## config.mk

```make
export PLATFORM = sky130hd
export DESIGN_NAME = memStatus
export DESIGN_NICKNAME = d
export VERILOG_FILES = /design/src/memStatus.sv
export VERILOG_INCLUDE_DIRS = /design/src
export SDC_FILE = /design/constraint.sdc
export NUM_CORES = 1
export LEC_CHECK = 0
export BUFFER_PORTS_ARGS = -buffer_cell sky130_fd_sc_hd__buf_2
export CAP_MARGIN = 0
export CORE_UTILIZATION = 39
export CTS_CLUSTER_DIAMETER = 30
export DETAILED_ROUTE_END_ITERATION = 7
export PLACE_DENSITY_LB_ADDON = 0.08
export SLEW_MARGIN = 20
export SYNTH_ARGS = -nofsm -noshare
export SYNTH_HDL_FRONTEND = slang
export SYNTH_SLANG_ARGS = --single-unit
```

## constraint.sdc

```tcl
create_clock -name cpuCLK -period 1.3 [get_ports cpuCLK]
set_input_delay 0.065 -clock cpuCLK [delete_from_list [all_inputs] [get_ports cpuCLK]]
set_output_delay 0.065 -clock cpuCLK [all_outputs]
set_load 0.01 [all_outputs]
```

## src/ks10_cfg.svh

```systemverilog
//////////////////////////////
// KS-10 memory subsystem config
// Bus layout, store size, MSR decode and queue depth
//////////////////////////////

`ifndef KS10_CFG_SVH
`define KS10_CFG_SVH

// Bus word, bits numbered 0 (MSB) to 35
`define busWIDTH    36

// Cycle flags, positions within bits 0..13
`define flagREAD    3           // Read cycle
`define flagWRTEST  4           // Write-test cycle
`define flagWRITE   5           // Write cycle
`define flagPHYS    8           // Physical reference
`define flagIO      10          // IO reference

// Word store
`define memWORDS    256         // Words implemented, higher is NXM

// Memory controller as an IO device
`define memDEV      4'd0        // Device 0 on the backplane
`define addrMSR     18'o100000  // Memory Status Register

// Request queue depth, also the initial credit count
`define fifoDEPTH   4

`endif
```

## src/memStatus.sv

```systemverilog
//////////////////////////////
// Memory Status Register
// NXM flag plus a writable scratch field
//////////////////////////////

`default_nettype none
`timescale 1ns/1ps

`include "ks10_cfg.svh"

module memStatus
   (
      input  logic                 cpuCLK,        // Clock
      input  logic                 rst,           // Reset
      input  logic                 msrWrite,      // MSR write cycle
      input  logic [0:`busWIDTH-1] msrWriteData,  // MSR write data
      input  logic                 nxmSet,        // Nonexistent memory seen
      output logic [0:`busWIDTH-1] regStat        // MSR read data
   );

   logic         regNxm;       // Bit 0
   logic [18:35] regScratch;   // Bits 18..35

   // NXM flag, hardware set beats software clear
   always_ff @(posedge cpuCLK)
   begin
      if (rst)
         regNxm <= 1'b0;
      else if (nxmSet)
         regNxm <= 1'b1;
      else if (msrWrite & msrWriteData[0])
         regNxm <= 1'b0;                // Write one to clear
   end

   // Scratch field, whole field replaced per write
   always_ff @(posedge cpuCLK)
   begin
      if (rst)
         regScratch <= '0;
      else if (msrWrite)
         regScratch <= msrWriteData[18:35];
   end

   // Unused bits read as zero
   assign regStat = {regNxm, 17'b0, regScratch};

endmodule

`default_nettype wire

```

==> results.md <==
- Outcome: completed
- PD cells: 1020 mW/mm²
- Total power of the final layout: 1.14 mW
- Minimum period implied by the final worst setup slack: 0.841 ns
- Post-detailed-route DRC marker count: 0
- Effective utilization at floorplan: 0.419
- Number of non-filler instances in the completed layout: 161
- Detailed Route Iter0 Violations: 2
- Critical R2R Launch: regNxm
- Number of setup buffers added after CTS: 0
- Highest attainable clock frequency: 1.19 GHz
- Wire per inst: 9.00 µm
- Layout Area Growth over Synthesis: 34.8%
- Number of antenna violations at the first check in global routing: 0
- Required time of the critical path: 1.24 ns
- Final #Nets: 175
- Kind of critical path: flop to primary output
- Final HPWL DP: 943 µm
- Core region area: 0.00198 mm²
- Maximum buffer depth of the clock tree: 2
- Part of the cycle the worst path needs: 0.647
- Static Leakage: 0.616 nW
- Yosys Warn Count: 0
- Layout fillers: 197
- Number of placement rows: 16
- Count of final hold-check violations: 0
- Register bit count reported by yosys: 19
- Number of nets with antenna violations after detailed routing: 0
- Cell at the slowest stage of the critical path: sky130_fd_sc_hd__dfxtp_1
- Number of cells on the critical path: 1
- Global route total overflow: 0
- Placer Congestion: 0.619
- H-tree depth: 1
- Family of cells with the greatest summed delay on the critical path: flip-flops
- Number of instances in the placed design: 143
- Unrepaired setup endpoints after global routing: no
- Area occupied by registers: 380 µm²
- Clock Root Buffer: sky130_fd_sc_hd__clkbuf_4
- Timing endpoint of the critical path: regStat[30]
- Final max-slew violation count: 0
- Worst R2R Setup Slack: 0.67 ns
- TritonCTS clock tree: yes
- Post-Route WL: 1450 µm
- Largest net degree at the start of global routing: 20
- Diode insertion count for antenna repair: 0
- Clock insertion delay at the later pin of the skew report: 0.29 ns
- Footprint of the multi-input gates: 330 µm²
- Worst path bufs/invs: 1
- Final-layout setup total negative slack: 0 ns
- CP peak stage delay: 0.35 ns
- Vias in the first global route: 505
- Worst supply voltage drop on vdd: 619 µV
- Final setup fails: 0
- Global-route wire length before repair: 2050 µm
- Die outline area: 0.00232 mm²
- IO Pins: 76
- Post-Syn Area: 831 µm²
- Critical Path Start Type: flop
- Cells after Synth: 81
- Tightest slew margin relative to the limit: 0.637
- Number of detailed-routing iterations run before antenna repair: 4
- Hold Crit Class: primary input to flop
- Critical path launch point: regScratch[30]
- FF-to-FF End: regNxm
- Hold-fix buffers at CTS: 14
- Global routing usage summed across all routing layers: 0.130
- Share of final-layout standard cells stronger than drive strength 1: 0.336
- Clock transition at path regs: 0.10 ns
- Biggest fanout along the worst timing path: 2
- Slew at the pin closest to its max-slew limit: 0.545 ns
- PostCTS Resize Cnt: 0
- Cell breakdown of the critical path: buf_2
- Max-capacitance violation count: 0
- Signal arrival time at the worst endpoint: 0.78 ns
- Count of unique library cells instantiated by Yosys: 10
- Vias per std cell: 4.10
- Die boundary width: 48.2 µm
- Height of the die: 48.2 µm
- Number of vias after detailed routing: 660
- Post-synthesis sequential area ratio: 0.458
- # port buffers: 41
- Final clock skew: 0 ns
- Total clock sinks: 19
- Avg Synthesized Cell Area: 10.3 µm²
- Cts bufs inserted: 3
- Number of cells on the worst reg-to-reg path: 2
- Sort of element at the end of the critical path: primary output
==> flip-flops by register name, indices dropped and copies added, names as in the netlist <==
signal      flops
regScratch     18
regNxm          1
==> cell families after synthesis <==
group           share of synthesized area
compound gates                     0.0181
simple gates                       0.0858
other cells                       0.00451
buf+inv                             0.217
mux                                 0.217
flops                               0.458
==> cells in the final DEF, fill, tap and decap left out <==
master / netlist / routed
sky130_fd_sc_hd__dfxtp_1: 19 / 19
sky130_fd_sc_hd__buf_2: 2 / 41
sky130_fd_sc_hd__mux2i_1: 18 / 18
sky130_fd_sc_hd__a311oi_2: 1 / 1
sky130_fd_sc_hd__clkbuf_1: 0 / 1
sky130_fd_sc_hd__conb_1: 1 / 17
sky130_fd_sc_hd__nor2_1: 19 / 19
sky130_fd_sc_hd__clkbuf_4: 0 / 3
sky130_fd_sc_hd__inv_1: 1 / 1
sky130_fd_sc_hd__dlygate4sd3_1: 0 / 14
==> Yosys cell counts (all sizes together) <==
| cell | count | area, µm² |
|---|---|---|
| a311oi | 1 | 15.0 |
| dfxtp | 19 | 380 |
| inv | 1 | 3.75 |
| conb | 1 | 3.75 |
| mux2i | 18 | 180 |
| buf | 22 | 176 |
| nor2 | 19 | 71.3 |
==> per-layer routing <==
metal | vias up | wire length (µm) | track usage
li1 | 333 | - | -
met1 | 291 | 633 | 0.151
met2 | 34 | 705 | 0.208
met3 | 2 | 101 | 0.0593
met4 | 0 | 8 | 0.0500
met5 | - | 0 | 0
==> layout make-up <==
type                            instances  area share
Clock buffer                            4      0.0235
Sequential cell                        19       0.340
Multi-Input combinational cell         55       0.295
Inverter                                1     0.00335
Timing Repair Buffer                   55       0.308
Tap cell                               27      0.0302
==> where the power goes <==
group	total, mW	internal (mW)	switching [mW]
Clock	0.292	0.119	0.172
Combinational	0.214	0.108	0.106
Sequential	0.633	0.617	0.0155
Total	1.14	0.845	0.293
==> worst min-delay path by stage <==
| stage | from | endpoint | slack [ns] | cells after the start |
|---|---|---|---|---|
| after floorplan | msrWriteData[0] | regNxm | 0.19 | 1 |
| after global placement | msrWriteData[0] | regNxm | 0.29 | 2 |
| after detailed placement | msrWriteData[0] | regNxm | 0.30 | 2 |
| after CTS | msrWriteData[30] | regScratch[30] | 0.002 | 3 |
| after global routing | msrWriteData[23] | regScratch[23] | 0.009 | 3 |
| final | msrWriteData[23] | regScratch[23] | 0.008 | 3 |
==> through the flow <==
| stage | hold WS [ns] | cell area (µm²) | util | worst slack [ns] |
|---|---|---|---|---|
| after floorplan | 0.192 | 891 | - | 0.626 |
| after global placement | 0.289 | 953 | 0.481 | 0.346 |
| after detailed placement | 0.295 | 953 | 0.481 | 0.320 |
| after CTS | 0.00230 | 1120 | 0.565 | 0.445 |
| after global routing | 0.00861 | 1120 | 0.565 | 0.393 |
| final | 0.00773 | 1120 | 0.565 | 0.459 |
(Power assumes the default switching activity.)
