===== src/ks10_cfg.svh =====
//////////////////////////////
// KS-10 memory subsystem config
// Bus layout, store size, MSR decode and queue depth
//////////////////////////////

`ifndef KS10_CFG_SVH
`define KS10_CFG_SVH

// Bus word, bits numbered 0 (MSB) to 35
`define busWIDTH    36

// Cycle flags, positions within bits 0..13
`define flagREAD    3           // Read cycle
`define flagWRTEST  4           // Write-test cycle
`define flagWRITE   5           // Write cycle
`define flagPHYS    8           // Physical reference
`define flagIO      10          // IO reference

// Word store
`define memWORDS    256         // Words implemented, higher is NXM

// Memory controller as an IO device
`define memDEV      4'd0        // Device 0 on the backplane
`define addrMSR     18'o100000  // Memory Status Register

// Request queue depth, also the initial credit count
`define fifoDEPTH   4

`endif

===== src/ks10Pkg.sv =====
//////////////////////////////
// KS-10 bus types
// Address word as memory or IO reference
//////////////////////////////

`default_nettype none

package ks10Pkg;

   //////////////////////////////
   // Memory reference layout
   //////////////////////////////

   typedef struct packed
   {
      logic [ 0:13] flags;       // Cycle flags
      logic [14:35] memAddr;     // Word address
   } busMemView;

   //////////////////////////////
   // IO reference layout
   //////////////////////////////

   typedef struct packed
   {
      logic [ 0:13] flags;       // Same flags as memory view
      logic [14:17] dev;         // Device number, 0 is memory
      logic [18:35] ioAddr;      // Register address in device
   } busIoView;

   // Address phase word, decoded either way by the controller
   typedef union packed
   {
      busMemView memView;
      busIoView  ioView;
   } busAddrWord;

endpackage

`default_nettype wire


===== src/requestFifo.sv =====
//////////////////////////////
// Request queue
// Circular buffer of bus requests, one credit
// back to the requester per entry popped
//////////////////////////////

`default_nettype none
`timescale 1ns/1ps

`include "ks10_cfg.svh"

module requestFifo
   import ks10Pkg::*;
   (
      input  logic                 cpuCLK,        // Clock
      input  logic                 rst,           // Reset
      input  logic                 pushValid,     // Write strobe
      input  busAddrWord           pushAddr,      // Address word in
      input  logic [0:`busWIDTH-1] pushData,      // Data in
      output logic                 headValid,     // Oldest entry present
      output busAddrWord           headAddr,      // Oldest address word
      output logic [0:`busWIDTH-1] headData,      // Oldest data
      input  logic                 pop,           // Consumer takes head
      output logic                 creditReturn   // Slot freed last cycle
   );

   localparam int ptrBits = $clog2(`fifoDEPTH);
   localparam int cntBits = $clog2(`fifoDEPTH + 1);

   busAddrWord           addrMem [`fifoDEPTH];   // Address words
   logic [0:`busWIDTH-1] dataMem [`fifoDEPTH];   // Matching data words
   logic [ptrBits-1:0]   wrPtr;
   logic [ptrBits-1:0]   rdPtr;
   logic [cntBits-1:0]   count;                   // Occupancy
   logic                 doPop;

   // Wraps at depth, which need not be a power of two
   function automatic logic [ptrBits-1:0] nextPtr(input logic [ptrBits-1:0] ptr);
      if (ptr == ptrBits'(`fifoDEPTH - 1))
         return '0;
      return ptr + 1'b1;
   endfunction

   assign headValid = (count != '0);
   assign headAddr  = addrMem[rdPtr];
   assign headData  = dataMem[rdPtr];
   assign doPop     = pop & headValid;   // Ignore pop on empty

   // Entry storage written on each push
   always_ff @(posedge cpuCLK)
   begin
      if (pushValid)
      begin
         addrMem[wrPtr] <= pushAddr;
         dataMem[wrPtr] <= pushData;
      end
   end

   //////////////////////////////
   // Pointers and occupancy
   //////////////////////////////

   always_ff @(posedge cpuCLK)
   begin
      if (rst)
      begin
         wrPtr        <= '0;
         rdPtr        <= '0;
         count        <= '0;
         creditReturn <= 1'b0;
      end
      else
      begin
         if (pushValid)
            wrPtr <= nextPtr(wrPtr);
         if (doPop)
            rdPtr <= nextPtr(rdPtr);
         case ({pushValid, doPop})
            2'b10:   count <= count + 1'b1;
            2'b01:   count <= count - 1'b1;
            default: count <= count;        // Idle or push with pop
         endcase
         creditReturn <= doPop;             // One credit per entry out
      end
   end

endmodule

`default_nettype wire


===== config.mk =====
export PLATFORM = sky130hd
export DESIGN_NAME = requestFifo
export DESIGN_NICKNAME = d
export VERILOG_FILES = /design/src/ks10Pkg.sv /design/src/requestFifo.sv
export VERILOG_INCLUDE_DIRS = /design/src
export SDC_FILE = /design/constraint.sdc
export NUM_CORES = 1
export LEC_CHECK = 0
export ABC_AREA = 1
export BUFFER_PORTS_ARGS = -buffer_cell sky130_fd_sc_hd__buf_4
export CAP_MARGIN = 20
export CORE_MARGIN = 2
export CORE_UTILIZATION = 60
export DETAILED_ROUTE_END_ITERATION = 8
export GPL_ROUTABILITY_DRIVEN = 1
export GPL_TIMING_DRIVEN = 0
export PLACE_DENSITY_LB_ADDON = 0.25
export SETUP_SLACK_MARGIN = 0.5
export SYNTH_ARGS = -nofsm -noshare
export SYNTH_HDL_FRONTEND = slang
export SYNTH_SLANG_ARGS = --single-unit
export TNS_END_PERCENT = 10

===== constraint.sdc =====
create_clock -name cpuCLK -period 5.6 [get_ports cpuCLK]
set_input_delay 1.12 -clock cpuCLK [delete_from_list [all_inputs] [get_ports cpuCLK]]
set_output_delay 1.12 -clock cpuCLK [all_outputs]
set_load 0.005 [all_outputs]

==> impl_metrics.tcl <==
set metrics [dict create \
    drv_slew 0 \
    whs_endpoint "rdPtr[1]" \
    grt_max_degree 57 \
    tightestPinTransition_ps 476 \
    ys_seq_area_share_pct 76.3 \
    io_pins 150 \
    initial_core_util_pct 61.6 \
    fin_skew_ps 13.1 \
    drt_drc_violations_left 0 \
    critPathRequiredTime_ps 4480 \
    cts.hold.buffers_added 0 \
    drt_iter0_drc 361 \
    syn_to_final_growth_pct 21.1 \
    hold_viol_final 0 \
    vias 6854 \
    clock_latency_ps 530 \
    grt_pass1_wl_um 34600 \
    diodes 0 \
    setup_viol_count_final 0 \
    dr.pass1.iters 7 \
    cts_max_level 1 \
    syn-cell-area_um2 11600 \
    p_leak_uw 0.00499 \
    ff2ff_path_depth 13 \
    final_common_cell "edfxtp_1" \
    p_total_uw 5830 \
    clockPowerShare_pct 30.6 \
    seqPwrFrac_pct 44.3 \
    grt_overflow 0 \
    vias_per_cell 5.58 \
    fin_nets 1029 \
    clock_path_buffers 3 \
    synth_seq_cells 298 \
    drt_wl_total_um 23400 \
    antenna_found_initial 0 \
    core_area_um2 18800 \
    clockRootBuffer "clkbuf_16" \
    max_slew_margin_pct 68.3 \
    drive_above_1_share_pct 34.4 \
    clkTransAtPathRegs_ps 60 \
    synth-warning-count 0 \
    power_density_nw_per_um2 415 \
    min_from "rdPtr[1]" \
    cap_viol_max_count 0 \
    die_x_um 143 \
    die_h_um 143 \
    place.gp.congestion 0.715 \
    finalWorstPathRequiredPeriod_ps 3180 \
    hp-class "register to register" \
    grt_setup_unrepaired "no" \
    peakVddDrop_mv 0.302 \
    worstSetupStartpointType "register" \
    cts_setup_buffers 0 \
    period_share_pct 56.9 \
    io_buffers 149 \
    hold_depth 2 \
    synth_area_per_cell_um2 15.2 \
    worstPathArrival_ps 2060 \
    ant_nets 0 \
    r2r-start "count[1]" \
    synthCells 762 \
    p_int_uw 4220 \
    p_switching_uw 1610 \
    tritoncts "yes" \
    crit_path_end_kind "primary output" \
    post-route-util_pct 74.6 \
    r2r_slack_ps 3770 \
    tns_ps 0 \
    hold_slack_ps 530 \
    crit_fanout 10 \
    dp_cells 1175 \
    cts.repair.resized 0 \
    rows 50 \
    grt_usage_pct 22.5 \
    final_cells 1228 \
    syn_nets 845 \
    layout_common_cells "edfxtp_1, buf_4, o21ai_0, nor2_1" \
    grt_pass1_vias 6763 \
    dieArea_um2 20500 \
    max_freq_mhz 314 \
    cts_buffers 29 \
    dp_hpwl_um 13700 \
    wl_per_cell_um 19.1 \
    combinationalPowerShare_pct 25.2 \
    swShare_pct 27.6 \
    cts.sinks 298 \
    timing.rr.end "count[2]" \
    synth_cell_type_count 25 \
    path_class "register to primary output" \
    status "finished clean" \
]
worst max-delay path: stages (launching register included):
cell	delay (ps)
dfxtp_1	300
buf_4	210
clkbuf_1	410
o21ai_0	220
o22ai_2	250
buf_4	150
sequential cells by signal (all words and copies together) (netlist names), named ones only:
name	cells
addrMem	144
count	3
creditReturn	1
dataMem	144
rdPtr	2
wrPtr	2
power groups by stage:
stage                     clock network (µW)  logic, µW  registers (µW)
final                                   1780       1470            2580
after global routing                    1890       1590            2590
after CTS                               1800       1480            2580
after detailed placement                   0       1470            2630
after global placement                     0       1430            2640
after floorplan                            0        788            2630
metrics by stage:
step / instance area, µm² / setup slack (ps)
6_report: 14000 / 2420
5_1_grt: 14000 / 2340
4_1_cts: 14000 / 2410
3_5_place_dp: 13200 / 2990
3_3_place_gp: 13000 / 1450
2_1_floorplan: 11600 / 2620
per-layer routing:
| metal | share of wire (%) | up-vias | wire length (µm) | GRT usage (%) |
|---|---|---|---|---|
| met2 | 51 | 274 | 11800 | 38.9 |
| met4 | 2.5 | 0 | 582 | 7.45 |
| met1 | 39 | 3314 | 9120 | 28.7 |
| met5 | 0 | - | 0 | 0 |
| li1 | - | 3222 | - | - |
| met3 | 8.0 | 44 | 1880 | 4.53 |
area by class of cell:
class                   count  area [µm²]
flip-flops and latches    298        8850
fillers                  1140        4790
multi-input cells         399        2390
repair buffers            153        1230
clock buffers              41         791
well taps                 260         325
plain buffers              46         282
clock inverters            12        90.1
inverters                  19        88.8
kinds of logic after synthesis:
group	Yosys count	synth area share, %
flops	298	76.3
compound gates	225	13.2
simple gates	167	6.58
buf+inv	65	3.11
fa+ha+maj	7	0.820
cell usage after synthesis (all sizes together):
library cell / n / area [µm²]
dfxtp: 10 / 200
nor2: 149 / 684
buf: 27 / 203
a21oi: 6 / 30.0
fa: 1 / 20.0
ha: 6 / 75.1
nand2: 11 / 41.3
edfxtp: 288 / 8650
nand4: 1 / 6.26
clkbuf: 19 / 78.8
nand3: 4 / 20.0
o21ai: 147 / 736
inv: 19 / 78.8
nor3: 1 / 5.00
or2: 1 / 6.26
o22ai: 72 / 763
worst max-delay path by stage:
stage	cells after the start	startpoint	endpoint	slack [ps]
global placement	3	pushValid	addrMem[3][17]	1450
floorplan	2	pushValid	addrMem[3][0]	2620
CTS	5	register	headAddr[25]	2410
finish	5	register	headAddr[25]	2420
global route	5	register	headAddr[30]	2340
detailed placement	5	register	headAddr[30]	2990
Power figures use the tool's default switching activity.
