File: src/ks10_cfg.svh
//////////////////////////////
// KS-10 memory subsystem config
// Bus layout, store size, MSR decode and queue depth
//////////////////////////////

`ifndef KS10_CFG_SVH
`define KS10_CFG_SVH

// Bus word, bits numbered 0 (MSB) to 35
`define busWIDTH    36

// Cycle flags, positions within bits 0..13
`define flagREAD    3           // Read cycle
`define flagWRTEST  4           // Write-test cycle
`define flagWRITE   5           // Write cycle
`define flagPHYS    8           // Physical reference
`define flagIO      10          // IO reference

// Word store
`define memWORDS    256         // Words implemented, higher is NXM

// Memory controller as an IO device
`define memDEV      4'd0        // Device 0 on the backplane
`define addrMSR     18'o100000  // Memory Status Register

// Request queue depth, also the initial credit count
`define fifoDEPTH   4

`endif
File: src/ks10Pkg.sv
//////////////////////////////
// KS-10 bus types
// Address word as memory or IO reference
//////////////////////////////

`default_nettype none

package ks10Pkg;

   //////////////////////////////
   // Memory reference layout
   //////////////////////////////

   typedef struct packed
   {
      logic [ 0:13] flags;       // Cycle flags
      logic [14:35] memAddr;     // Word address
   } busMemView;

   //////////////////////////////
   // IO reference layout
   //////////////////////////////

   typedef struct packed
   {
      logic [ 0:13] flags;       // Same flags as memory view
      logic [14:17] dev;         // Device number, 0 is memory
      logic [18:35] ioAddr;      // Register address in device
   } busIoView;

   // Address phase word, decoded either way by the controller
   typedef union packed
   {
      busMemView memView;
      busIoView  ioView;
   } busAddrWord;

endpackage

`default_nettype wire

File: src/memController.sv
//////////////////////////////
// Memory controller
// Decodes queued bus requests, runs the array
// or MSR access and returns acknowledges
//////////////////////////////

`default_nettype none
`timescale 1ns/1ps

`include "ks10_cfg.svh"

module memController
   import ks10Pkg::*;
   #(
      parameter int addrBits = $clog2(`memWORDS)   // Array address width
   )
   (
      input  logic                 cpuCLK,        // Clock
      input  logic                 rst,           // Reset
      input  logic                 headValid,     // Queue not empty
      input  busAddrWord           headAddr,      // Queued address word
      input  logic [0:`busWIDTH-1] headData,      // Queued data
      output logic                 pop,           // Take queue head
      output logic                 ramWrite,      // Array write enable
      output logic [0:addrBits-1]  ramAddr,       // Array word address
      output logic [0:`busWIDTH-1] ramWriteData,  // Array write data
      input  logic [0:`busWIDTH-1] ramReadData,   // Array read data
      output logic                 msrWrite,      // MSR write cycle
      output logic [0:`busWIDTH-1] msrWriteData,  // MSR write data
      output logic                 nxmSet,        // Flag NXM in MSR
      input  logic [0:`busWIDTH-1] regStat,       // MSR contents
      output logic                 ackValid,      // Acknowledge
      output logic [0:`busWIDTH-1] ackData        // Acknowledge data
   );

   // Flags, common to both views
   logic busRead;
   logic busWrTest;
   logic busWrite;
   logic busPhys;
   logic busIo;

   // Decode terms
   logic devMatch;
   logic addrMatch;
   logic inRange;
   logic memRead;
   logic memWrTest;
   logic memWrite;
   logic memAny;
   logic msrRead;
   logic msrWriteReq;

   // Stage 1 state
   logic s1Valid;      // Acknowledge owed
   logic s1RamRd;      // Data from array
   logic s1MsrRd;      // Data from MSR
   logic s1Nxm;        // Nonexistent memory

   //////////////////////////////
   // Stage 1 decode
   //////////////////////////////

   assign busRead   = headAddr.memView.flags[`flagREAD];
   assign busWrTest = headAddr.memView.flags[`flagWRTEST];
   assign busWrite  = headAddr.memView.flags[`flagWRITE];
   assign busPhys   = headAddr.ioView.flags[`flagPHYS];
   assign busIo     = headAddr.ioView.flags[`flagIO];

   assign devMatch  = (headAddr.ioView.dev == `memDEV);        // We are device 0
   assign addrMatch = (headAddr.ioView.ioAddr == `addrMSR);
   assign inRange   = (headAddr.memView.memAddr < `memWORDS);  // Above is NXM

   // Memory cycles, write-test reads like a read
   assign memRead   = busRead & !busIo;
   assign memWrTest = busWrTest & !busIo;
   assign memWrite  = busWrite & !busIo;
   assign memAny    = memRead | memWrTest | memWrite;

   // MSR needs physical IO to our device and register
   assign msrRead     = busRead & busIo & busPhys & devMatch & addrMatch;
   assign msrWriteReq = busWrite & busIo & busPhys & devMatch & addrMatch;

   assign pop = headValid;   // One entry per cycle, never stalls

   // Array and MSR accesses go out in the pop cycle
   assign ramWrite     = pop & memWrite & inRange;
   assign ramAddr      = headAddr.memView.memAddr[`busWIDTH-addrBits:`busWIDTH-1];
   assign ramWriteData = headData;
   assign msrWrite     = pop & msrWriteReq;
   assign msrWriteData = headData;

   always_ff @(posedge cpuCLK)
   begin
      if (rst)
      begin
         s1Valid <= 1'b0;
         s1RamRd <= 1'b0;
         s1MsrRd <= 1'b0;
         s1Nxm   <= 1'b0;
      end
      else
      begin
         s1Valid <= pop & (memAny | msrRead | msrWriteReq);   // Unmatched drops out
         s1RamRd <= pop & (memRead | memWrTest) & inRange;
         s1MsrRd <= pop & msrRead;
         s1Nxm   <= pop & memAny & !inRange;
      end
   end

   //////////////////////////////
   // Stage 2 acknowledge
   //////////////////////////////

   assign nxmSet = s1Nxm;   // MSR flag lands with the ack

   always_ff @(posedge cpuCLK)
   begin
      if (rst)
         ackValid <= 1'b0;
      else
         ackValid <= s1Valid;
   end

   // Writes and NXM acknowledge with zero
   always_ff @(posedge cpuCLK)
   begin
      if (s1RamRd)
         ackData <= ramReadData;
      else if (s1MsrRd)
         ackData <= regStat;
      else
         ackData <= '0;
   end

endmodule

`default_nettype wire

File: config.mk
export PLATFORM = sky130hd
export DESIGN_NAME = memController
export DESIGN_NICKNAME = d
export VERILOG_FILES = /design/src/ks10Pkg.sv /design/src/memController.sv
export VERILOG_INCLUDE_DIRS = /design/src
export SDC_FILE = /design/constraint.sdc
export NUM_CORES = 1
export LEC_CHECK = 0
export ABC_CLOCK_PERIOD_IN_PS = 1700
export BUFFER_PORTS_ARGS = -buffer_cell sky130_fd_sc_hd__buf_2
export CAP_MARGIN = 10
export CORE_AREA = 4 4 103 105
export DETAILED_ROUTE_END_ITERATION = 8
export DIE_AREA = 0 0 107 109
export MAX_ROUTING_LAYER = met4
export PLACE_DENSITY = 0.57
export RECOVER_POWER = 25
export SETUP_SLACK_MARGIN = 0.1
export SLEW_MARGIN = 25
export SYNTH_ARGS = -nofsm -noshare
export SYNTH_HDL_FRONTEND = slang
export SYNTH_SLANG_ARGS = --single-unit
File: constraint.sdc
create_clock -name cpuCLK -period 1.7 [get_ports cpuCLK]
set_clock_uncertainty 0.05 [all_clocks]
set_input_delay 0.255 -clock cpuCLK [delete_from_list [all_inputs] [get_ports cpuCLK]]
set_output_delay 0.255 -clock cpuCLK [all_outputs]
set_load 0.02 [all_outputs]
==> results.env <==
STATUS='finished, final reports clean'
CLOCK_POWER_SHARE_PCT=39.3
CTS_TREE='yes'
GLOBALPLACE.CONGESTION=0.7278
POST-SYNTH-TOP-AREA-CELL='sky130_fd_sc_hd__dfxtp_1'
WORST_SLEW_MARGIN_REL_PCT=72.51
DETAIL_ROUTE.DRC_VIOLATIONS=0
GRT_START_MAX_NET_PINS=38
CTS.HTREE.LEVELS=2
CLK_ROOT_BUFFER_CELL='sky130_fd_sc_hd__clkbuf_8'
MET1_LENGTH_MM=1.896
YS_TOP_CELLS_BY_COUNT='sky130_fd_sc_hd__buf_4 (81), sky130_fd_sc_hd__dfxtp_1 (41), sky130_fd_sc_hd__a22o_1 (35)'
PATH_DELAY_FAMILY='simple AND/OR/NAND/NOR gates'
ROUTE.DETAILED.WL_PER_INST_UM=16.01
R2R_SLACK_NS=0.56
NFILLCELLS=1047
SYNTH-SEQ-AREA-SHARE_PCT=42.43
NETS=412
HOLDCRITPATHCLASS='input port to flop'
DPL_CELL_AREA_UM2=2251
GRT_FIRST_PASS_WIRELENGTH_MM=8.859
DIE_H_UM=109
ANTENNA_VIOLATING_NETS_POST_ROUTE=0
SYNTH-WARNING-COUNT=0
COMB_POWER_SHARE_PCT=9.4
TIGHTEST_SLEW_NS=0.4072
POWER_LEAKAGE_nW=1.223
LAYOUT-DRIVE-GT1-SHARE_PCT=63.77
CRITICAL_PATH_BUF_INV_COUNT=3
I_O_PIN_TOTAL=268
CTS.PATH.MAX_BUFFERS=2
INTERNAL_POWER_W=0.001490
FIN_TNS_SETUP_NS=0
TIMING.CRITICAL_PATH.TO_TYPE='output pin'
ROUTED-WL-MET2_MM=3.082
NETLIST.AREA_LEADER.SHARE_PCT=42.43
VIAS_PER_CELL=3.940
POST-ROUTE-UTIL_PCT=25.06
CAP_VIOL_MAX_COUNT=0
CLK_PIN_SLEW_WORST_PATHS_NS=0.07
P_PER_AREA_nW_PER_UM2=777.5
PLACEMENT.SETUP.WORST_SLACK_NS=-0.1092
FP_ROWS=36
SYNTHESIS.AREA_UM2=1934
HOLD_PATH_DEPTH=2
FINAL.PERIOD_UTILIZATION_PCT=92.99
CLOCK.FMAX_MHz=632.6
DETAILEDROUTE.FIRSTPASSITERATIONCOUNT=4
SYNTHESIS.INSTANCES=193
DETAIL_ROUTE.ITER0.VIOLATIONS=96
IR_DROP_uV=255.1
SYNTH.DISTINCT_CELLS=19
POSTROUTEWIRELENGTH_MM=6.373
CRITPATHREQUIREDTIME_NS=1.39
GRT.OVERFLOW.TOTAL=0
TRITONCTS_NUM_SINKS=41
SYNTH.AREA.TOP_CELLS='sky130_fd_sc_hd__dfxtp_1 (42%), sky130_fd_sc_hd__buf_4 (31%), sky130_fd_sc_hd__a22o_1 (16%)'
CRIT_ARRIVAL_NS=1.28
CRITICAL_PATH.MAX_FANOUT=2
SYNTH_AREA_PER_CELL_UM2=10.02
GRT_ANTENNA_BEFORE_REPAIR=0
CORE_UM2=9639
SYN_TO_FINAL_GROWTH_PCT=24.90
INITIAL_CORE_UTIL_PCT=20.07
PWR-SHARE-SEQ_PCT=51.2
MULTIINPUTGATEAREA_UM2=523.0
SWITCHING_POWER_W=0.0003888
NUM_VIAS=1568
SHARE_OF_ASYNC_SETTABLE_OR_ASYNC_RESETTABLE_FLOPS_AFTER_SYNTHESIS_PCT=0
TIMING_MAX_TRANSITION_VIOLATIONS_FINAL=0
AMOUNT_OF_WIRE_ON_MET3_AFTER_DETAILED_ROUTING_MM=1.261
PLACEMENT.IO_BUFFERS=150
VIAS_IN_THE_FIRST_GLOBAL_ROUTE=1501
DETAILEDPLACEMENTHPWL_MM=5.482
GRT_USE_TOTAL_PCT=10.42
CHIPWIDTH_UM=107
NUMCTSBUFFERS=5
MIN_PERIOD_NS=1.581
CRIT_TYPE='input port to output pin'
SWITCHING_SHARE_PCT=20.70
TIMING.CRITICAL_PATH.SLOWEST_STAGE_CELL='sky130_fd_sc_hd__nor4_4'
CRIT_CHAIN='buf_2 > nor4_4 > nand4_1 > buf_4 > nor4_4 > buf_4'
CRITICAL_PATH_START_TYPE='input port'
SYNTHMOSTINSTANTIATEDCELL='sky130_fd_sc_hd__buf_4'
TIMING.FINAL.WS_SETUP_NS=0.1191
CLOCK_LATENCY_NS=0.29
SYNTH-EDFF-COUNT=0
ANTENNA_DIODE_COUNT=0
FINISH.INSTANCE_AREA_UM2=2416
TIMING.CRITICAL_PATH.DEPTH=6
POSTSYNTHREGISTERBITS=41
SLOWEST_DELAY_NS=0.24
SYN-NUM-NETS=340
FINAL-SEQ-AREA_UM2=820.8
FINALSETUPVIOLATIONS=0
FINAL_HOLD_VIOLATIONS=0
R2R_CELLS=3
DOMINANTREGCELLSYNTH='sky130_fd_sc_hd__dfxtp_1'
TOP_SIGNAL_LAYER_USED='met4'
DIE_AREA_UM2=11660
RSZ0062_AT_GRT='yes'
POWER.TOTAL_W=0.001878
==> state kept, by name, indices dropped and copies added (netlist names) <==
register  flops
ackData      36
s1Valid       1
s1RamRd       1
s1MsrRd       1
nxmSet        1
ackValid      1
==> cell usage in the layout, fill, tap and decap left out, drive strengths merged <==
| cell type | instances |
|---|---|
| a22o | 35 |
| buf | 154 |
| bufinv | 1 |
| clkbuf | 5 |
| clkinv | 1 |
| dfxtp | 41 |
| inv | 1 |
| nand2 | 4 |
| nand4 | 2 |
| nor2 | 3 |
| nor2b | 3 |
| nor3 | 1 |
| nor4 | 6 |
| nor4b | 1 |
| o21ai | 2 |
| o21ba | 1 |
| o311ai | 1 |
| o31ai | 1 |
| or3 | 1 |
| or3b | 1 |
==> cells by family (layout without fill, tap and decap cells) <==
group | Yosys count | in the layout | synth area share [%]
flops | 41 | 41 | 42.43
simple gates | 22 | 22 | 6.662
compound gates | 40 | 40 | 17.72
buf+inv | 90 | 162 | 33.18
==> per-layer routing <==
metal | GRT usage, % | vias up
li1 | - | 735
met1 | 8.865 | 647
met2 | 17.40 | 171
met3 | 7.282 | 15
met4 | 5.023 | 0
met5 | - | -
==> worst paths after layout <==
| kind | start | end |
|---|---|---|
| min | rst | ackValid |
| max reg2reg | s1MsrRd | ackData[22] |
| max | headAddr[20] | ramWrite |
| min reg2reg | s1Valid | ackValid |
==> per-stage QoR <==
| stage | hold WS (ns) | cells |
|---|---|---|
| after global placement | 0.4009 | 390 |
| final | 0.1023 | 398 |
| after global routing | 0.09561 | 398 |
| after detailed placement | 0.4104 | 390 |
| after CTS | 0.09868 | 398 |
| after floorplan | 0.2766 | 193 |
==> power groups by stage <==
stage	sequential, W	clock [W]	combinational [W]
3_3_place_gp	0.000985	0	0.000168
4_1_cts	0.000962	0.000772	0.000179
3_5_place_dp	0.000985	0	0.000169
6_report	0.000963	0.000738	0.000178
5_1_grt	0.000962	0.000811	0.000195
2_1_floorplan	0.000987	0	0.000291
==> layout make-up <==
| class | count | area share, % |
|---|---|---|
| Multi-Input combinational cell | 62 | 21.65 |
| Clock inverter | 2 | 1.450 |
| Clock buffer | 5 | 2.848 |
| Sequential cell | 41 | 33.97 |
| Inverter | 1 | 0.1554 |
| Tap cell | 133 | 6.888 |
| Timing Repair Buffer | 154 | 33.04 |
==> what timing repair did <==
item,CTS,global route
hold buffers,0,0
resized for setup,7,2
hold endpoints to repair,0,0
pin swaps,5,1
buffers inserted,1,0
endpoints found under the setup margin,2,2
==> worst reg2reg max path: cells and delay by family (launching register included) <==
family | cells | cell delay (ns)
AO/OA/AOI/OAI | 1 | 0.22
buffers and inverters | 1 | 0.33
flip-flops | 1 | 0.35
AND/OR/NAND/NOR | 1 | 0.14
Note: power is estimated with default switching activity, not from simulation.
