==> config.mk <==
export PLATFORM = sky130hd
export DESIGN_NAME = busRequester
export DESIGN_NICKNAME = d
export VERILOG_FILES = /design/src/ks10Pkg.sv /design/src/busRequester.sv
export VERILOG_INCLUDE_DIRS = /design/src
export SDC_FILE = /design/constraint.sdc
export NUM_CORES = 1
export LEC_CHECK = 0
export BUFFER_PORTS_ARGS = -buffer_cell sky130_fd_sc_hd__buf_2
export CAP_MARGIN = 40
export CORE_MARGIN = 5
export CORE_UTILIZATION = 45
export DETAILED_ROUTE_END_ITERATION = 8
export HOLD_SLACK_MARGIN = 0.05
export PLACE_DENSITY = 0.84
export SLEW_MARGIN = 20
export SYNTH_ARGS = -nofsm -noshare
export SYNTH_HDL_FRONTEND = slang
export SYNTH_SLANG_ARGS = --single-unit
==> constraint.sdc <==
create_clock -name cpuCLK -period 5.9 [get_ports cpuCLK]
set_input_delay 0.295 -clock cpuCLK [delete_from_list [all_inputs] [get_ports cpuCLK]]
set_output_delay 0.295 -clock cpuCLK [all_outputs]
set_load 0.01 [all_outputs]
==> src/ks10_cfg.svh <==
//////////////////////////////
// KS-10 memory subsystem config
// Bus layout, store size, MSR decode and queue depth
//////////////////////////////

`ifndef KS10_CFG_SVH
`define KS10_CFG_SVH

// Bus word, bits numbered 0 (MSB) to 35
`define busWIDTH    36

// Cycle flags, positions within bits 0..13
`define flagREAD    3           // Read cycle
`define flagWRTEST  4           // Write-test cycle
`define flagWRITE   5           // Write cycle
`define flagPHYS    8           // Physical reference
`define flagIO      10          // IO reference

// Word store
`define memWORDS    256         // Words implemented, higher is NXM

// Memory controller as an IO device
`define memDEV      4'd0        // Device 0 on the backplane
`define addrMSR     18'o100000  // Memory Status Register

// Request queue depth, also the initial credit count
`define fifoDEPTH   4

`endif
==> src/ks10Pkg.sv <==
//////////////////////////////
// KS-10 bus types
// Address word as memory or IO reference
//////////////////////////////

`default_nettype none

package ks10Pkg;

   //////////////////////////////
   // Memory reference layout
   //////////////////////////////

   typedef struct packed
   {
      logic [ 0:13] flags;       // Cycle flags
      logic [14:35] memAddr;     // Word address
   } busMemView;

   //////////////////////////////
   // IO reference layout
   //////////////////////////////

   typedef struct packed
   {
      logic [ 0:13] flags;       // Same flags as memory view
      logic [14:17] dev;         // Device number, 0 is memory
      logic [18:35] ioAddr;      // Register address in device
   } busIoView;

   // Address phase word, decoded either way by the controller
   typedef union packed
   {
      busMemView memView;
      busIoView  ioView;
   } busAddrWord;

endpackage

`default_nettype wire

==> src/busRequester.sv <==
//////////////////////////////
// Bus requester
// Takes bus requests and pushes them into the
// request queue while holding credits
//////////////////////////////

`default_nettype none
`timescale 1ns/1ps

`include "ks10_cfg.svh"

module busRequester
   import ks10Pkg::*;
   (
      input  logic                 cpuCLK,        // Clock
      input  logic                 rst,           // Reset
      input  logic                 reqValid,      // Request present
      input  busAddrWord           reqAddr,       // Request address word
      input  logic [0:`busWIDTH-1] reqData,       // Request data
      output logic                 reqReady,      // Request taken
      output logic                 pushValid,     // Queue write strobe
      output busAddrWord           pushAddr,      // Queue address word
      output logic [0:`busWIDTH-1] pushData,      // Queue data
      input  logic                 creditReturn   // Queue slot freed
   );

   localparam int creditBits = $clog2(`fifoDEPTH + 1);

   logic [creditBits-1:0] credits;    // Free queue slots we may use
   logic [creditBits-1:0] creditNext;
   logic                  take;

   assign take = reqValid & reqReady;       // Handshake on this edge

   //////////////////////////////
   // Credit counter
   //////////////////////////////

   // Spend on take, earn on return, both cancel
   always_comb
   begin
      creditNext = credits;
      if (take & !creditReturn)
         creditNext = credits - 1'b1;
      else if (!take & creditReturn)
         creditNext = credits + 1'b1;
   end

   always_ff @(posedge cpuCLK)
   begin
      if (rst)
      begin
         credits   <= creditBits'(`fifoDEPTH);   // Queue starts empty
         reqReady  <= 1'b0;
         pushValid <= 1'b0;
      end
      else
      begin
         credits   <= creditNext;
         reqReady  <= (creditNext != '0);       // Ready while a slot is left
         pushValid <= take;                     // One push per request
      end
   end

   // Request payload held for the push cycle
   always_ff @(posedge cpuCLK)
   begin
      if (take)
      begin
         pushAddr <= reqAddr;
         pushData <= reqData;
      end
   end

endmodule

`default_nettype wire

==> results.md, run 1 <==
- Cell row count: 26
- Pwr/cell area: approximately 330 nW/um^2
- Area occupied by multi-input gates: ~160 sq um
- R2R depth: 6
- Post-DRT Antenna Nets: 0
- Power share of the clock group: 0.332
- Utilization after layout: 0.676
- Slack of the worst reg-to-reg path: approximately 4400 ps
- Post-Synth Adder-Cell Area: 0.0103
- Placed cell area: 3270 sq um
- Simple-gate share of the synthesized area: 0.0221
- Post-CTS Setup Bufs: 0
- CP arrival: ~1700 ps
- Fin crit period: around 1500 ps
- Status: finished, final reports clean
- Setup TNS: 0 ps
- Detailed Route Iter0 Violations: about 60
- Max Cap Violations: 0
- Hold_buf cts: 0
- Placed cell count: approximately 320
- # DRC: 0
- Starting density of the core: 0.472
- Gate Count Post-Synth: between 100 and 150
- Net Sw Power: between 0.0002 and 0.0003 W
- Startpoint Class: flop
- Antenna diodes: 0
- Routed via count: 1,562
- CTS root buffer: clkbuf_8
- Port Buffers: between 100 and 150
- Cell Area, Synth: between 2000 and 2500 sq um
- Tcrit/Tclk final: 0.250
- Nature of the critical path endpoint: flop
- Synthesized area per cell: 23.7 sq um
- Die height: approximately 84 um
- Largest family of logic cells by synthesized area: simple AND/OR/NAND/NOR gates
- Crit-path max FO: 6
- Initial DRT Pass Iterations: 4
- Share of layout cells above drive strength 1: 0.628
- Routed WL: slightly below 6000 um
- First-pass GRT wire length: between 8000 and 9000 um
- Clk sinks: between 70 and 80
- Final number of hold-violating endpoints: 0
- Reg2reg start: credits[0]
- Unrepaired setup endpoints after global routing: false
- Die area: ~7000 sq um
- Switching fraction of total power: 0.232
- Die width: 83.6 um
- Reg power frac: 0.563
- XOR/XNOR Fraction of Synth Area: 0.0108
- Setup Skew: 4.83 ps
- Dpl ws: roughly 4200 ps
- CTS H-tree lvls: 3
- Initial antenna violation count: 0
- # nets final: between 300 and 400
- Compound-cell area share of the yosys netlist: 0.0205
- Clock latency on the worst-skew pair: roughly 340 ps
- Worst Setup SP: credits[0]
- Synth cell types: 20
- Final setup vio count: 0
- Gpl congestion: 0.741
- Core ar.: slightly above 5000 sq um
- Setup ws final: 4420 ps
- Num CTS Buffers: 9
- Timing endpoint of the critical path: reqReady
- Design Area, Final: between 3000 and 4000 sq um
- Layout area overhead: 43.3%
- Int Power: 0.000891 W
- Non-filler cells, final: 339
- Slew Viols, Final: 0
- HP Class: in2reg
- Max Freq: about 680 MHz
- Clk buf depth: 2
- GRT Util Overall: 0.171
- TritonCTS clock tree: done
- Largest net degree at the start of global routing: 74
- Worst flop-to-flop path endpoint: reqReady
- Clock slew at reported path FFs: 80 ps
- Crit Path Class: reg2reg
- Vias in the first global route: about 1,600
- Worst vdd ir: about 0.19 mV
- Via density per instance: about 4.6
- Syn nets: approximately 180
- Number of gates resized after CTS: 0
- Post-synthesis mux area share: 0
- Wire length per cell: 17.4 um
- Register Area: about 2300 sq um
- Logic pwr share: 0.105
- Fillers: between 300 and 400
- Yosys warning count: 0
- Top-Level Pins: 150
- Grt ovf: 0
- Register area share after synthesis: 0.927
- Relative slew slack: 0.760
- CP Data Required Time: between 6000 and 7000 ps
- Flops & latches, synth: 77
- Slew @ Worst Pin: 356 ps
- Pleak: ~1.5 nW
==> routing by layer <==
layer	vias up	global-route usage	wire length, um
li1	727	-	-
met1	733	0.186	2100
met3	8	0.0602	567
met2	94	0.298	3140
met4	0	0.0746	80
met5	-	0	0
==> cell usage after synthesis (all sizes together) <==
cell | n | share of area
a211oi | 1 | 0.0031
a311oi | 1 | 0.0036
a31oi | 2 | 0.0051
and4b | 1 | 0.0041
buf | 1 | 0.0046
dfxtp | 5 | 0.041
edfxtp | 72 | 0.89
ha | 2 | 0.010
inv | 3 | 0.0046
nand2 | 3 | 0.0056
nand2b | 1 | 0.0026
nand3 | 1 | 0.0020
nand3b | 1 | 0.0031
nor2 | 3 | 0.0046
o211ai | 1 | 0.0031
o21ai | 1 | 0.0020
o311ai | 1 | 0.0036
xnor2 | 2 | 0.0072
xor2 | 1 | 0.0036
==> through the flow <==
| stage | total power, W | hold slack (ps) |
|---|---|---|
| 6_report | 0.00116 | 127 |
| 3_3_place_gp | 0.000778 | 472 |
| 4_1_cts | 0.00117 | 107 |
| 3_5_place_dp | 0.000787 | 473 |
| 5_1_grt | 0.00121 | 96.5 |
| 2_1_floorplan | 0.000722 | 364 |
==> flip-flops by register name (all words and copies together) (netlist names) <==
signal	count
pushAddr	36
pushValid	1
credits	3
pushData	36
reqReady	1
==> cell usage in the layout, fill, tap and decap left out, types with 2 or more instances in the layout <==
cell	synthesis	routed
nor2_1	3	3
buf_2	0	149
dfxtp_1	5	5
ha_1	2	2
edfxtp_1	72	72
xnor2_1	2	2
clkbuf_8	0	9
a31oi_1	2	2
nand2_1	2	2
inv_1	3	2
clkinvlp_4	0	3
==> area by class of cell <==
| cell class | count | share of cell area |
|---|---|---|
| Tap cell | 70 | 0.0251 |
| Clock inverter | 7 | 0.0215 |
| Clock buffer | 9 | 0.0354 |
| Inverter | 3 | 0.00322 |
| Sequential cell | 77 | 0.647 |
| Multi-Input combinational cell | 22 | 0.0444 |
| Timing Repair Buffer | 151 | 0.223 |
==> kinds of logic after synthesis <==
group	count (synthesis)
flops	77
fa+ha+maj	2
compound gates	7
xor+xnor	3
simple gates	10
buf+inv	4
==> worst min-delay path by stage <==
| stage | to | from | depth (start not counted) | slack (ps) |
|---|---|---|---|---|
| finish | pushData[30] | reqData[30] | 1 | 130 |
| global route | pushData[1] | reqData[1] | 1 | 100 |
| CTS | pushData[1] | reqData[1] | 1 | 110 |
| detailed placement | pushAddr[1] | reqAddr[1] | 1 | 470 |
| global placement | pushData[31] | reqData[31] | 1 | 470 |
| floorplan | reqReady | rst | 1 | 360 |
==> critical path: stages (launching register included) <==
cell and delay [ps]:
dfxtp_1 430, inv_1 90, ha_1 200, and4b_1 170
a31oi_1 170, xor2_1 200, a31oi_1 90
==> power by group through the flow <==
stage                     Clock, W  Sequential, W  Combinational [W]
after floorplan                  0       0.000684          0.0000376
after global placement           0       0.000664           0.000114
after detailed placement         0       0.000667           0.000120
after CTS                 0.000395       0.000655           0.000121
after global routing      0.000421       0.000658           0.000134
final                     0.000385       0.000654           0.000122
(Power assumes the default switching activity.)
==> run 2, diff against run 1 <==
CORE_UTILIZATION = 38   (was 45)
PLACE_DENSITY = 0.76   (was 0.84)
clock period = 1.3 ns   (was 5.9 ns; I/O delays follow)
==> run 2 against run 1 <==
Core utilization increased by 0.69 points. Final cell count grew 25%. Register-to-register slack worse by 4400 ps. Clock skew grew 3.8 ps. Critical path depth unchanged. Count of clock-buffer cells in the layout stayed put. First-iteration DRC count shrank 8.2%. Sequential power grew to 4.5 times the previous value. Sequential share of layout area decreased by 12 points.
==> results.md, run 2 (synthesized netlist as in run 1, its figures left out) <==
- Max Freq: 784 MHz (was 678 MHz)
- Pwr/cell area: 1320 nW/um^2 (was 332 nW/um^2)
- Top Registers: pushAddr: 36 flops, pushData: 36 flops, credits: 3 flops (unchanged)
- Detailed Route Iter0 Violations: 56 (was 61)
- Die height: 90.1 um (was 83.6 um)
- Gpl congestion: 0.782 (was 0.741)
- CTS root buffer: clkbuf_8 (unchanged)
- Routed via count: 1,915 (was 1,562)
- TritonCTS clock tree: done (unchanged)
- Final number of hold-violating endpoints: 0 (unchanged)
- Wire length per cell: 16.6 um (was 17.4 um)
- Slew @ Worst Pin: 299 ps (was 356 ps)
- Core ar.: 6310 sq um (was 5170 sq um)
- Crit path cell chain: inv_2, ha_2, and4b_1, a31oi_1, xor2_1, a31oi_1 (was inv_1, ha_1, and4b_1, a31oi_1, xor2_1, a31oi_1)
- Reg2reg start: credits[0] (unchanged)
- Routed WL: 7030 um (was 5880 um)
- CP arrival: 1480 ps (was 1690 ps)
- Worst Setup SP: credits[0] (unchanged)
- Die width: 90.1 um (was 83.6 um)
- Share of layout cells above drive strength 1: 0.512 (was 0.628)
- Starting density of the core: 0.386 (was 0.472)
- Via density per instance: 4.53 (was 4.61)
- CP Data Required Time: 1500 ps (was 6110 ps)
- Post-DRT Antenna Nets: 0 (unchanged)
- Design Area, Final: 4310 sq um (was 3500 sq um)
- Post-DP HPWL: approximately 4700 um
- First-pass GRT wire length: 11,000 um (was 8840 um)
- # nets final: 419 (was 342)
- Status: finished, final reports clean (unchanged)
- Final setup vio count: 0 (unchanged)
- Cell row count: 29 (was 26)
- GRT Util Overall: 0.174 (was 0.171)
- Pleak: 1.81 nW (was 1.48 nW)
- Num CTS Buffers: 9 (unchanged)
- # DRC: 0 (unchanged)
- Non-filler cells, final: 423 (was 339)
- Clock latency on the worst-skew pair: 330 ps (was 340 ps)
- HP Class: in2reg (unchanged)
- Nature of the critical path endpoint: flop (unchanged)
- Crit-path max FO: 2 (was 6)
- Commonest non-fill, non-tap cell in the layout: buf_2 (unchanged)
- CTS H-tree lvls: 3 (unchanged)
- Clk buf depth: 2 (unchanged)
- Relative slew slack: 0.798 (was 0.760)
- Slowest Stage Delay on Critical Path: 330 ps (was 430 ps)
- Grt ovf: 0 (unchanged)
- Clk sinks: 77 (unchanged)
- Most frequent cells in the layout: buf_2, dlygate4sd3_1, edfxtp_1, clkbuf_8 (was buf_2, edfxtp_1, clkbuf_8, dfxtp_1)
- Placed cell count: 332 (was 322)
- Initial antenna violation count: 0 (unchanged)
- Hold_sp: creditReturn (was reqData[30])
- Worst vdd ir: 0.824 mV (was 0.191 mV)
- Unrepaired setup endpoints after global routing: true (was false)
- Placed cell area: 3340 sq um (was 3270 sq um)
- Setup Skew: 8.67 ps (was 4.83 ps)
- Antenna diodes: 0 (unchanged)
- Clock slew at reported path FFs: 70 ps (was 80 ps)
- Crit path top cell by count: a31oi_1 (unchanged)
- Die area: 8120 sq um (was 6990 sq um)
- Port Buffers: 149 (unchanged)
- Fin crit period: 1280 ps (was 1480 ps)
- Initial DRT Pass Iterations: 4 (unchanged)
- Top-Level Pins: 150 (unchanged)
- Startpoint Class: flop (unchanged)
- Max Cap Violations: 0 (unchanged)
- Layout area overhead: 76.7% (was 43.3%)
- Fillers: 449 (was 382)
- Crit Path Class: reg2reg (unchanged)
- Largest net degree at the start of global routing: 39 (was 74)
- Vias in the first global route: 2,067 (was 1,565)
- Utilization after layout: 0.683 (was 0.676)
- Slew Viols, Final: 0 (unchanged)
- Slowest cell on crit path: dfxtp_2 (was dfxtp_1)
- Tcrit/Tclk final: 0.981 (was 0.250)
## run 2: cell type report
cell class,count,area [sq um],area share
timing repair buffer,228,1550,0.359
multi-input combinational,22,163,0.0377
sequential,77,2270,0.526
tap,77,96.3,0.0224
clock inverter,7,97.6,0.0226
inverter,3,15.0,0.00348
clock buffer,9,124,0.0287
## run 2: final timing paths
| check | slack [ps] | end | cells after the start |
|---|---|---|---|
| worst max-delay path | 20 | reqReady | 6 |
| worst min register to register | 500 | credits[2] | 2 |
| worst min-delay path | 150 | credits[1] | 3 |
| worst max register to register | 20 | reqReady | 6 |
## run 2: power breakdown
group / internal (W) / switching (W)
clock network: 0.00109 / 0.000846
registers: 0.00291 / 0.0000533
logic: 0.000428 / 0.000378
## run 2: stage by stage
step	setup WS, ps	power (W)	hold WS (ps)	TNS [ps]
global route	-102	0.00597	146	-151
CTS	9.10	0.00575	86.6	0
global placement	31.2	0.00359	241	0
floorplan	-586	0.00328	127	-42770
detailed placement	-23.8	0.00362	243	-23.8
finish	24.1	0.00570	148	0
## run 2: what timing repair did
| item | in CTS | in global routing |
|---|---|---|
| buffers inserted | 0 | 1 |
| hold buffers | 74 | 0 |
| endpoints found under the setup margin | 1 | 2 |
| endpoints found under the hold margin | 77 | 0 |
| resized for setup | 4 | 0 |
| pin swaps | 2 | 2 |
## run 2: layer usage
metal  part of all wire  GRT usage  vias up
met5                  0          0        -
met4              0.018     0.0596        0
met1               0.37      0.193      914
li1                   -          -      879
met2               0.52      0.309      109
met3              0.092     0.0601       13
## run 2: critical path: cells and delay by family (launching register included)
family / cells / cell delay [ps]
buffers and inverters: 1 / 40
adder cells (fa/ha/maj): 1 / 160
XOR/XNOR: 1 / 200
AND/OR/NAND/NOR: 1 / 160
flip-flops: 1 / 330
AO/OA/AOI/OAI: 2 / 260
